**config.mk**
```make
export PLATFORM = sky130hd
export DESIGN_NAME = block_sum_top
export DESIGN_NICKNAME = d
export VERILOG_FILES = /design/src/blk_pkg.sv /design/src/blk_if.sv /design/src/block_sum_top.sv /design/src/scratch_arbiter.sv /design/src/block_worker.sv /design/src/block_dispatch.sv /design/src/block_looper.sv
export SDC_FILE = /design/constraint.sdc
export NUM_CORES = 2
export LEC_CHECK = 0
export ABC_CLOCK_PERIOD_IN_PS = 6800
export BUFFER_PORTS_ARGS = -buffer_cell sky130_fd_sc_hd__clkbuf_2
export CORE_ASPECT_RATIO = 0.6
export CORE_UTILIZATION = 40
export DETAILED_ROUTE_END_ITERATION = 10
export GPL_ROUTABILITY_DRIVEN = 0
export PLACE_DENSITY_LB_ADDON = 0.1
export SLEW_MARGIN = 20
export SYNTH_ARGS = -nofsm -noshare
export SYNTH_HDL_FRONTEND = slang
export SYNTH_HIERARCHICAL = 1
export SYNTH_SLANG_ARGS = --single-unit
```
**constraint.sdc**
```tcl
create_clock -name i_clk -period 6.8 [get_ports i_clk]
set_input_delay 0.34 -clock i_clk [delete_from_list [all_inputs] [get_ports i_clk]]
set_output_delay 0.34 -clock i_clk [all_outputs]
set_load 0.05 [all_outputs]
```
**src/blk_pkg.sv**
```systemverilog
package blk_pkg;

	// ============================================================
	// Grid and memory geometry
	// ============================================================

	// One memory row holds MEM_COLS words
	localparam int MEM_COLS = 16;
	localparam int MEM_WORDS = 256;
	// Row and column coordinates are one nibble each
	localparam int GRID_BW = $clog2(MEM_COLS);
	localparam int ADDR_BW = $clog2(MEM_WORDS);
	localparam int DATA_BW = 8;

	// ============================================================
	// Block engine sizing
	// ============================================================

	// Words summed per block, starting at the origin
	localparam int BLK_W = 4;
	// Wide enough for BLK_W full-scale words
	localparam int SUM_BW = 10;
	// Blocks issued by the looper but not yet finished
	localparam int MAX_PENDING = 2;
	localparam int PEND_BW = $clog2(MAX_PENDING + 1);
	localparam int N_WORKERS = 2;

	// Scratch address, either a linear index or a row and column nibble
	typedef struct packed {
		logic [GRID_BW-1:0] row;
		logic [GRID_BW-1:0] col;
	} blk_rc_t;

	typedef union packed {
		logic [ADDR_BW-1:0] flat;
		blk_rc_t rc;
	} blk_addr_u;

endpackage
```
**src/blk_if.sv**
```systemverilog
`timescale 1ns/100ps

// Block origin channel with rdy/ack handshake
// Data is held stable while rdy waits for ack
interface ofs_if;
	import blk_pkg::*;

	logic rdy;
	logic ack;
	logic [GRID_BW-1:0] row;
	logic [GRID_BW-1:0] col;

	// Origin producer
	modport src(output rdy, row, col, input ack);
	// Origin consumer
	modport dst(input rdy, row, col, output ack);

endinterface

// Worker side of the scratch memory, plus the result strobe
// req is held for the whole burst and gnt stays with it
interface mem_if;
	import blk_pkg::*;

	logic req;
	logic gnt;
	blk_addr_u addr;
	// Synchronous read, data lags addr by one cycle
	logic [DATA_BW-1:0] rdata;
	logic res_dval;
	logic [GRID_BW-1:0] res_row;
	logic [GRID_BW-1:0] res_col;
	logic [SUM_BW-1:0] res_sum;

	// Worker end
	modport client(
		output req, addr, res_dval, res_row, res_col, res_sum,
		input gnt, rdata
	);
	// Arbiter end
	modport server(
		input req, addr, res_dval, res_row, res_col, res_sum,
		output gnt, rdata
	);

endinterface

```
**src/block_sum_top.sv**
```systemverilog
`timescale 1ns/100ps

module block_sum_top(
	input logic i_clk,
	input logic i_rst,
	// Command
	input logic i_src_rdy,
	output logic o_src_ack,
	input logic [blk_pkg::GRID_BW-1:0] i_step_row,
	input logic [blk_pkg::GRID_BW-1:0] i_step_col,
	input logic [blk_pkg::GRID_BW-1:0] i_end_row,
	input logic [blk_pkg::GRID_BW-1:0] i_end_col,
	// Memory preload
	input logic i_mem_we,
	input logic [blk_pkg::ADDR_BW-1:0] i_mem_addr,
	input logic [blk_pkg::DATA_BW-1:0] i_mem_wdata,
	// Block results
	output logic o_res_dval,
	output logic [blk_pkg::GRID_BW-1:0] o_res_row,
	output logic [blk_pkg::GRID_BW-1:0] o_res_col,
	output logic [blk_pkg::SUM_BW-1:0] o_res_sum
);

	// ============================================================
	// Channels
	// ============================================================

	ofs_if lp_ofs();
	ofs_if w0_ofs();
	ofs_if w1_ofs();
	mem_if w0_mem();
	mem_if w1_mem();
	logic blk_done;

	// ============================================================
	// Instances
	// ============================================================

	block_looper u_looper(
		.i_clk(i_clk), .i_rst(i_rst),
		.i_src_rdy(i_src_rdy), .o_src_ack(o_src_ack),
		.i_step_row(i_step_row), .i_step_col(i_step_col),
		.i_end_row(i_end_row), .i_end_col(i_end_col),
		.ofs(lp_ofs.src), .i_blk_done(blk_done)
	);

	block_dispatch u_dispatch(
		.i_clk(i_clk), .i_rst(i_rst),
		.in_ofs(lp_ofs.dst), .w0_ofs(w0_ofs.src), .w1_ofs(w1_ofs.src)
	);

	block_worker u_worker0(.i_clk(i_clk), .i_rst(i_rst), .ofs(w0_ofs.dst), .mem(w0_mem.client));
	block_worker u_worker1(.i_clk(i_clk), .i_rst(i_rst), .ofs(w1_ofs.dst), .mem(w1_mem.client));

	scratch_arbiter u_arbiter(
		.i_clk(i_clk), .i_rst(i_rst),
		.i_mem_we(i_mem_we), .i_mem_addr(i_mem_addr), .i_mem_wdata(i_mem_wdata),
		.m0(w0_mem.server), .m1(w1_mem.server),
		.o_blk_done(blk_done),
		.o_res_dval(o_res_dval), .o_res_row(o_res_row),
		.o_res_col(o_res_col), .o_res_sum(o_res_sum)
	);

endmodule

```
**src/scratch_arbiter.sv**
```systemverilog
`timescale 1ns/100ps

module scratch_arbiter(
	input logic i_clk,
	input logic i_rst,
	input logic i_mem_we,
	input blk_pkg::blk_addr_u i_mem_addr,
	input logic [blk_pkg::DATA_BW-1:0] i_mem_wdata,
	mem_if.server m0,
	mem_if.server m1,
	output logic o_blk_done,
	output logic o_res_dval,
	output logic [blk_pkg::GRID_BW-1:0] o_res_row,
	output logic [blk_pkg::GRID_BW-1:0] o_res_col,
	output logic [blk_pkg::SUM_BW-1:0] o_res_sum
);
	import blk_pkg::*;

	// ============================================================
	// Internal
	// ============================================================

	logic [DATA_BW-1:0] mem [MEM_WORDS];
	logic [DATA_BW-1:0] rd_data;
	// Memory held by one worker for its whole burst
	logic lock;
	// Current holder, or the last one served while unlocked
	logic owner;
	logic [N_WORKERS-1:0] req_vec;
	logic pick;
	logic cur_dval;
	logic release_now;
	blk_addr_u sel_addr;

	assign req_vec = {m1.req, m0.req};
	// On a tie the worker not served last wins
	assign pick = (&req_vec) ? ~owner : req_vec[1];

	assign m0.gnt = lock && !owner;
	assign m1.gnt = lock && owner;
	assign m0.rdata = rd_data;
	assign m1.rdata = rd_data;

	// Granted worker's result goes straight out
	assign cur_dval = owner ? m1.res_dval : m0.res_dval;
	assign release_now = lock && cur_dval;
	assign o_res_dval = release_now;
	assign o_res_row = owner ? m1.res_row : m0.res_row;
	assign o_res_col = owner ? m1.res_col : m0.res_col;
	assign o_res_sum = owner ? m1.res_sum : m0.res_sum;
	assign o_blk_done = release_now;

	// ============================================================
	// Scratch memory
	// ============================================================

	assign sel_addr = owner ? m1.addr : m0.addr;

	always_ff @(posedge i_clk) begin
		if (i_mem_we) begin
			mem[i_mem_addr.flat] <= i_mem_wdata;
		end
		rd_data <= mem[sel_addr.flat];
	end

	// ============================================================
	// Lock and grant
	// ============================================================

	always_ff @(posedge i_clk) begin
		if (i_rst) begin
			lock <= 1'b0;
			owner <= 1'b1;
		end else if (!lock || release_now) begin
			// Releasing worker has already dropped req
			if (|req_vec) begin
				lock <= 1'b1;
				owner <= pick;
			end else begin
				lock <= 1'b0;
			end
		end
	end

endmodule

```
**src/block_worker.sv**
```systemverilog
`timescale 1ns/100ps

module block_worker(
	input logic i_clk,
	input logic i_rst,
	ofs_if.dst ofs,
	mem_if.client mem
);
	import blk_pkg::*;

	// ============================================================
	// Internal
	// ============================================================

	// Requesting or reading the block
	logic run;
	// Result cycle, one clock
	logic fin;
	logic idle;
	logic [GRID_BW-1:0] org_row;
	logic [GRID_BW-1:0] org_col;
	// Origin address built from the row and column view
	blk_addr_u org_addr;
	// Word index within the block, 0 to BLK_W
	logic [2:0] idx;
	// Read issued last cycle, data on rdata now
	logic rd_vld;
	logic [SUM_BW-1:0] acc;
	logic last_word;

	assign idle = !run && !fin;
	assign ofs.ack = idle;

	always_comb begin
		org_addr.rc.row = org_row;
		org_addr.rc.col = org_col;
	end

	// Linear step wraps into the next row and past the last word
	assign mem.addr = org_addr.flat + ADDR_BW'(idx);
	assign mem.req = run;

	// Last word of the block is returning
	assign last_word = rd_vld && idx == 3'(BLK_W);

	// Result strobe with the origin it belongs to
	assign mem.res_dval = fin;
	assign mem.res_row = org_row;
	assign mem.res_col = org_col;
	assign mem.res_sum = acc;

	// ============================================================
	// Sequential
	// ============================================================

	always_ff @(posedge i_clk) begin
		if (i_rst) begin
			run <= 1'b0;
			fin <= 1'b0;
			rd_vld <= 1'b0;
		end else begin
			fin <= 1'b0;
			if (idle && ofs.rdy) begin
				run <= 1'b1;
			end else if (run && last_word) begin
				run <= 1'b0;
				fin <= 1'b1;
			end
			rd_vld <= run && mem.gnt && idx < 3'(BLK_W);
		end
	end

	// Origin latch, word index and running sum
	always_ff @(posedge i_clk) begin
		if (idle && ofs.rdy) begin
			org_row <= ofs.row;
			org_col <= ofs.col;
			idx <= '0;
			acc <= '0;
		end else if (run) begin
			if (mem.gnt && idx < 3'(BLK_W)) begin
				idx <= idx + 1'b1;
			end
			if (rd_vld) begin
				acc <= acc + SUM_BW'(mem.rdata);
			end
		end
	end

endmodule

```
**src/block_dispatch.sv**
```systemverilog
`timescale 1ns/100ps

module block_dispatch(
	input logic i_clk,
	input logic i_rst,
	ofs_if.dst in_ofs,
	ofs_if.src w0_ofs,
	ofs_if.src w1_ofs
);
	import blk_pkg::*;

	// ============================================================
	// Internal
	// ============================================================

	// Worker that took the previous origin
	logic last;
	// Preferred worker for this origin
	logic pref;
	logic pref_ack;
	// Worker actually offered the origin
	logic sel;
	logic xfer;

	// ============================================================
	// Routing
	// ============================================================

	assign pref = ~last;
	// Worker ack only reflects idleness, so no loop through rdy
	assign pref_ack = pref ? w1_ofs.ack : w0_ofs.ack;
	// Fall back to the other worker when the preferred one is busy
	assign sel = pref_ack ? pref : last;

	assign w0_ofs.rdy = in_ofs.rdy && !sel;
	assign w1_ofs.rdy = in_ofs.rdy && sel;

	// Origin fields go to both, only one sees rdy
	assign w0_ofs.row = in_ofs.row;
	assign w0_ofs.col = in_ofs.col;
	assign w1_ofs.row = in_ofs.row;
	assign w1_ofs.col = in_ofs.col;

	assign in_ofs.ack = sel ? w1_ofs.ack : w0_ofs.ack;
	assign xfer = in_ofs.rdy && in_ofs.ack;

	// ============================================================
	// Round-robin bit
	// ============================================================

	always_ff @(posedge i_clk) begin
		if (i_rst) begin
			// Worker 0 is preferred first
			last <= 1'b1;
		end else if (xfer) begin
			last <= sel;
		end
	end

endmodule

```
**src/block_looper.sv**
```systemverilog
`timescale 1ns/100ps

module block_looper(
	input logic i_clk,
	input logic i_rst,
	input logic i_src_rdy,
	output logic o_src_ack,
	input logic [blk_pkg::GRID_BW-1:0] i_step_row,
	input logic [blk_pkg::GRID_BW-1:0] i_step_col,
	input logic [blk_pkg::GRID_BW-1:0] i_end_row,
	input logic [blk_pkg::GRID_BW-1:0] i_end_col,
	ofs_if.src ofs,
	input logic i_blk_done
);
	import blk_pkg::*;

	// ============================================================
	// Internal state
	// ============================================================

	// Command accepted and not yet acknowledged
	logic busy;
	// Set once the last origin has been handed out
	logic walk_done;
	logic [GRID_BW-1:0] row;
	logic [GRID_BW-1:0] col;
	// Blocks issued but not yet reported done
	logic [PEND_BW-1:0] pend_cnt;
	logic [PEND_BW-1:0] pend_nxt;
	logic pend_full;
	logic blk_issue;
	logic cmd_start;
	logic cmd_finish;
	// One extra bit so the end compare survives overflow
	logic [GRID_BW:0] col_sum;
	logic [GRID_BW:0] row_sum;
	logic col_wrap;
	logic row_wrap;

	// ============================================================
	// Combinational
	// ============================================================

	// Ignore the still-high command rdy during the ack cycle
	assign cmd_start = !busy && i_src_rdy && !o_src_ack;
	assign pend_full = pend_cnt == PEND_BW'(MAX_PENDING);
	assign ofs.rdy = busy && !walk_done && !pend_full;
	assign ofs.row = row;
	assign ofs.col = col;
	assign blk_issue = ofs.rdy && ofs.ack;

	// Semaphore update
	always_comb begin
		case ({blk_issue, i_blk_done})
			2'b10: pend_nxt = pend_cnt + 1'b1;
			2'b01: pend_nxt = pend_cnt - 1'b1;
			default: pend_nxt = pend_cnt;
		endcase
	end

	// Done when every origin is out and the semaphore drains
	assign cmd_finish = busy && walk_done && pend_nxt == '0;

	// Next origin, column fastest
	assign col_sum = {1'b0, col} + {1'b0, i_step_col};
	assign row_sum = {1'b0, row} + {1'b0, i_step_row};
	assign col_wrap = col_sum >= {1'b0, i_end_col};
	assign row_wrap = row_sum >= {1'b0, i_end_row};

	// ============================================================
	// Sequential
	// ============================================================

	always_ff @(posedge i_clk) begin
		if (i_rst) begin
			busy <= 1'b0;
			walk_done <= 1'b0;
			row <= '0;
			col <= '0;
			pend_cnt <= '0;
			o_src_ack <= 1'b0;
		end else begin
			pend_cnt <= pend_nxt;
			o_src_ack <= cmd_finish;
			if (cmd_start) begin
				busy <= 1'b1;
				row <= '0;
				col <= '0;
				// An end of zero means nothing to walk
				walk_done <= i_end_row == '0 || i_end_col == '0;
			end else if (cmd_finish) begin
				busy <= 1'b0;
			end else if (blk_issue) begin
				if (!col_wrap) begin
					col <= col_sum[GRID_BW-1:0];
				end else begin
					col <= '0;
					if (row_wrap) begin
						walk_done <= 1'b1;
					end else begin
						row <= row_sum[GRID_BW-1:0];
					end
				end
			end
		end
	end

endmodule

```
## After elaboration in Yosys (flattened, before gate mapping)

Memories as Yosys holds them, arrays and structs flattened. A register that Yosys moved wholly into a read port is not among the register bits.
Index checks and enable logic that the tools add are counted.

| storage, ports and cells | value |
|---|---|
| register bits | 64 |
| bits in writable memories | 2,048 |
| bits of input ports | 36 |
| memories | 1 |
| output and inout bits | 20 |

| cells by class | value |
|---|---|
| muxes and demuxes | 27 |
| reductions and logical operators | 61 |
| bitwise logic cells | 4 |
| $lt $le $gt $ge | 4 |
| eq/ne operators | 6 |
| $add $sub $neg | 10 |

Memory list:

| memory | words | width | read ports | clocked after memory_dff | write ports | RTL line | source |
|---|---|---|---|---|---|---|---|
| u_arbiter.mem | 256 | 8 | 1 | 1 | 1 | scratch_arbiter.sv:23 | `logic [DATA_BW-1:0] mem [MEM_WORDS];` |

Operators with widths:

| operator | number |
|---|---|
| $logic_and 1x1->1 | 26 |
| $mux 1 | 21 |
| $add 10x8->10 | 2 |
| $add 8x3->8 | 2 |
| $reduce_and 2->1 | 7 |
| $mux 4 | 3 |
| $reduce_bool 2->1 | 6 |
| $logic_not 1->1 | 11 |
| $add 4x4->5 | 2 |
| $ge 5x4->1 | 2 |
| $mux 10 | 1 |
| $logic_not 4->1 | 2 |
| $mux 8 | 1 |
| $reduce_and 4->1 | 2 |
| $reduce_or 2->1 | 4 |
| $add 3x1->3 const B | 2 |
| $eq 3x3->1 const B | 2 |
| $lt 3x3->1 const B | 2 |
| $eq 2x2->1 const B | 2 |
| $not 1->1 | 4 |
| $pmux 2 s2 | 1 |
| $add 2x1->2 const B | 1 |
| $eq 2x1->1 const B | 1 |
| $logic_not 2->1 | 1 |
| other kinds (3) | 4 |

## Depth between registers and ports, before layout

| depth | value |
|---|---|
| word-level depth | 12 |
| mapped depth | 14 |

## Hierarchy

The synthesis kept the hierarchy.

Modules (own cells, without submodules):

| module | area each (µm²) | times used | cells each | sequential area each (µm²) |
|---|---|---|---|---|
| scratch_arbiter | 81,434.4 | 1 | 5,203 | 61,699.2 |
| block_worker (u_worker1) | 1,330.0 | 1 | 133 | 560.5 |
| block_worker (u_worker0) | 1,326.3 | 1 | 133 | 560.5 |
| block_looper | 1,024.7 | 1 | 112 | 260.2 |
| block_dispatch | 191.4 | 1 | 25 | 20.0 |

## Least setup slack after synthesis

Ideal clock, no wire load.

| timing path | value |
|---|---|
| path kind | flip-flop to flip-flop |
| start point | reg u_worker1.org_col[0], in the netlist u_worker1/mem.res_col[0] |
| end point | reg u_arbiter.rd_data[3], in the netlist u_arbiter/m0.rdata[3] (read register of u_arbiter.mem) |
| path buffers | 3 |
| data arrival time | 2.925 ns |
| setup slack | 3.733 ns |
| data required time | 6.658 ns |
| period minus slack after synthesis | 3.067 ns |
| cell stages (with the launch flop) | 14 |
| path through | edfxtp_1 ha_1 inv_1 fa_1 inv_1 mux2_2 buf_2 buf_1 clkbuf_1 mux4_2 nand3_1 nand3_1 o41ai_1 o2111ai_1 |

RTL lines:

| what | RTL line | source |
|---|---|---|
| from (decl) | block_worker.sv:21 | `logic [GRID_BW-1:0] org_col;` |
| from (signal assigned) | block_worker.sv:77 | `org_col <= ofs.col;` |
| to (decl) | scratch_arbiter.sv:24 | `logic [DATA_BW-1:0] rd_data;` |

==> impl_metrics.csv <==
group,metric,value,unit
critical_path,r2r_start,"u_worker0/idx[0]",
min_path,min_from,"i_mem_wdata[0]",
timing,worst_pin_slew,1240,ps
timing,setup_viol,0,
route,viasPerCell,5.92,
die,rows,130,
grt,grt_overflow,0,
flow_run,drv_cap,0,
clock_network,htree_num_levels,4,
power_and_ir_drop,intPower,23.5,mW
clock_network,clk_latency,880,ps
synthesis,synthesis.nets,5691,
power_and_ir_drop,sequentialPowerShare,40.7,%
grt,grt_max_degree,175,
cells_and_area,final_net_count,5727,
clock_network,post_cts_buffers,0,
critical_path,timing.rr.end,"u_arbiter/m0.rdata[1]",
critical_path,ff2ff_setup_slack,1410,ps
synthesis,synth_warnings,6,
synthesis,synthesis.instances,5606,
critical_path,worstSetupPathType,"reg -> reg",
timing,fin_crit,5390,ps
timing,timing.fmax,185,MHz
synthesis,async_reset_ff_share,0,%
clock_network,cts_inserted_buffers,200,
die,die_w,598,um
grt,grtUsageTotal,24.5,%
synthesis,synth_area,0.0853,mm2
die,pin_count,56,
power_and_ir_drop,power_leakage,31.6,nW
power_and_ir_drop,comb_power_share,29.4,%
min_path,min_to,"u_arbiter/mem[254][0]",
cells_and_area,area.growth.synth_to_final,11.8,%
grt,antenna_found_initial,17,
clock_network,cts_root_buf,"clkbuf_16",
timing,hold_violations,0,
clock_network,clock_sinks,2120,
synthesis,yosysUniqueCellTypes,71,
synthesis,synth-seq-cells,2120,
cells_and_area,layout_common_cells,"2064 x edfxtp_1, 798 x nand2_1, 473 x mux2i_1",
placed_design,io_buffers,55,
placed_design,post-place-cells,8267,
synthesis,synth_edf_count,2064,
timing,rsz0062_at_grt,"no",
die,start_util,40.5,%
cells_and_area,seq_area,0.0631,mm2
cells_and_area,final_cell_area,0.0954,mm2
route,ant_nets,0,
outcome,status,"finished clean",
cells_and_area,drive_gt1_share,10.9,%
power_and_ir_drop,switching_share,34.2,%
cells_and_area,multi_input_area,0.0206,mm2
critical_path,end_kind,"register",
grt,grt_pass1_vias,47600,
timing,skew,48.4,ps
min_path,hold_path_depth,1,
power_and_ir_drop,clockPowerShare,29.9,%
cells_and_area,instances_no_fill,8640,
synthesis,synth_seq_area_share,74.0,%
clock_network,clk_pin_slew,60,ps
die,dieArea,0.215,mm2
route,dr.pass1.iters,6,
clock_network,hold_buffers,11,
power_and_ir_drop,peakVddDrop,0.262,mV
critical_path,rr_worst_depth,13,
cells_and_area,layout_commonest_cell,"edfxtp_1",
route,routedWlPerCell,31.0,um
power_and_ir_drop,p_switching,12.2,mW
critical_path,start_kind,"register",
die,core_area,0.211,mm2
placed_design,dp_hpwl,164,mm
route,totalWireLength,268,mm
power_and_ir_drop,p_per_area,374,mW/mm2
cells_and_area,fillCellCount,18400,
synthesis,synth-main-ff-cell,"edfxtp_1",
synthesis,syn_avg_cell_area,15.2,um2
timing,drv_slew,0,
die,die_height,360,um
min_path,hp-class,"in -> reg",
timing,maxSlewHeadroom,16.0,%
timing,fin_setup_tns,0,ps
route,drt_iter0_drc,6872,
critical_path,timing.critical_path.fanout_max,18,
route,vias,51200,
route,drcViolationCount,0,
placed_design,place_area,0.0893,mm2
clock_network,ctsLongestPathBuffers,4,
timing,post-route-period-util,79.3,%
clock_network,ctsResizeCount,0,
critical_path,critPathArrivalTime,6080,ps
critical_path,cp_data_required_time,7490,ps
clock_network,cts_tree,"done",
grt,grt_pass1_wl,377,mm
-- cell families (layout without fill, tap and decap cells) --
logic type      count (synthesis)  in the layout  synth area share (%)
compound gates                750            750                  6.04
xor+xnor                       29             29                 0.298
fa+ha+maj                      49             49                 0.771
buf+inv                       412            603                  2.25
flops                        2120           2120                  74.0
mux                           593            593                  8.41
other cells                     0              5                     0
simple gates                 1653           1653                  8.26
-- cell type report --
type	instances	share of cell area [%]
clock inverters	98	0.707
flip-flops and latches	2120	66.1
inverters	31	0.122
diodes	5	0.0131
repair buffers	215	2.14
clock buffers	259	5.56
multi-input cells	3074	21.6
well taps	2838	3.72
-- power by group through the flow --
| stage | logic (mW) | registers, mW | clock network, mW |
|---|---|---|---|
| after floorplan | 6.24 | 14.7 | 0 |
| after global placement | 10.4 | 14.8 | 0 |
| after detailed placement | 10.4 | 14.8 | 0 |
| after CTS | 10.4 | 14.5 | 10.8 |
| after global routing | 11.0 | 14.5 | 11.3 |
| final | 10.5 | 14.5 | 10.7 |
-- metal layers --
layer	share of wire [%]	global-route usage (%)	routed length, um	vias up
li1	-	-	-	21800
met1	49	40.5	131000	26800
met2	40	32.6	108000	2340
met3	9.3	5.22	25000	306
met4	1.9	4.72	5010	0
met5	0	0	0	-
-- sequential cells by signal, summed over array words and instances (netlist names), 2 cells and up --
register	flops
u_arbiter/m0.rdata	8
u_arbiter/mem	2048
u_looper/ofs.col	4
u_looper/ofs.row	4
u_looper/pend_cnt	2
u_worker0/idx	3
u_worker0/mem.res_col	4
u_worker0/mem.res_row	4
u_worker0/mem.res_sum	10
u_worker1/idx	3
u_worker1/mem.res_col	4
u_worker1/mem.res_row	4
u_worker1/mem.res_sum	10
-- cells in the mapped netlist, types with 9 or more instances --
library cell | instances | area [um2]
a21o_1 | 10 | 75.1
a21oi_1 | 125 | 626
a311oi_1 | 15 | 131
a31oi_1 | 129 | 807
buf_1 | 33 | 124
buf_2 | 53 | 265
buf_4 | 57 | 428
buf_6 | 12 | 135
clkbuf_1 | 226 | 848
dfxtp_1 | 56 | 1120
edfxtp_1 | 2064 | 62000
ha_1 | 43 | 538
inv_1 | 29 | 109
mux2_2 | 20 | 225
mux2i_1 | 474 | 4740
mux4_2 | 96 | 2160
nand2_1 | 799 | 3000
nand2b_1 | 9 | 56.3
nand3_1 | 386 | 1930
nand4_1 | 39 | 244
nor2_1 | 302 | 1130
nor2b_1 | 15 | 93.8
nor3_1 | 76 | 380
o21ai_0 | 122 | 611
o221ai_1 | 167 | 1460
o22ai_1 | 72 | 450
o41ai_1 | 29 | 254
xnor2_1 | 19 | 166
xor2_1 | 10 | 87.6
-- critical path, stage by stage (launching register included) --
cell and delay (ps):
dfxtp_1 360, ha_1 190, inv_1 60, fa_1 400
xnor2_1 450, inv_1 260, a22oi_2 940, buf_4 470
o221ai_1 210, a31oi_1 230, o21ai_0 180, o41ai_1 1020
buf_4 340, nand4_1 100
-- through the flow --
step | util, % | power, mW | hold slack (ps) | worst slack, ps
2_1_floorplan | - | 21.0 | 409 | 3730
3_3_place_gp | 42.4 | 25.2 | 445 | 1430
3_5_place_dp | 42.4 | 25.2 | 455 | 1550
4_1_cts | 45.3 | 35.8 | 6.87 | 1570
5_1_grt | 45.3 | 36.9 | 60.9 | 1370
6_report | 45.3 | 35.7 | 54.5 | 1410
-- worst max path at each step --
stage                             startpoint               endpoint  slack (ps)
floorplan           u_worker1/mem.res_col[0]  u_arbiter/m0.rdata[3]        3730
global placement            u_worker1/idx[0]  u_arbiter/m0.rdata[6]        1430
detailed placement          u_worker0/idx[0]  u_arbiter/m0.rdata[1]        1550
CTS                         u_worker0/idx[0]  u_arbiter/m0.rdata[1]        1570
global route                u_worker0/idx[0]  u_arbiter/m0.rdata[1]        1370
finish                      u_worker0/idx[0]  u_arbiter/m0.rdata[1]        1410
No activity file was read; power rests on OpenSTA's default activity.
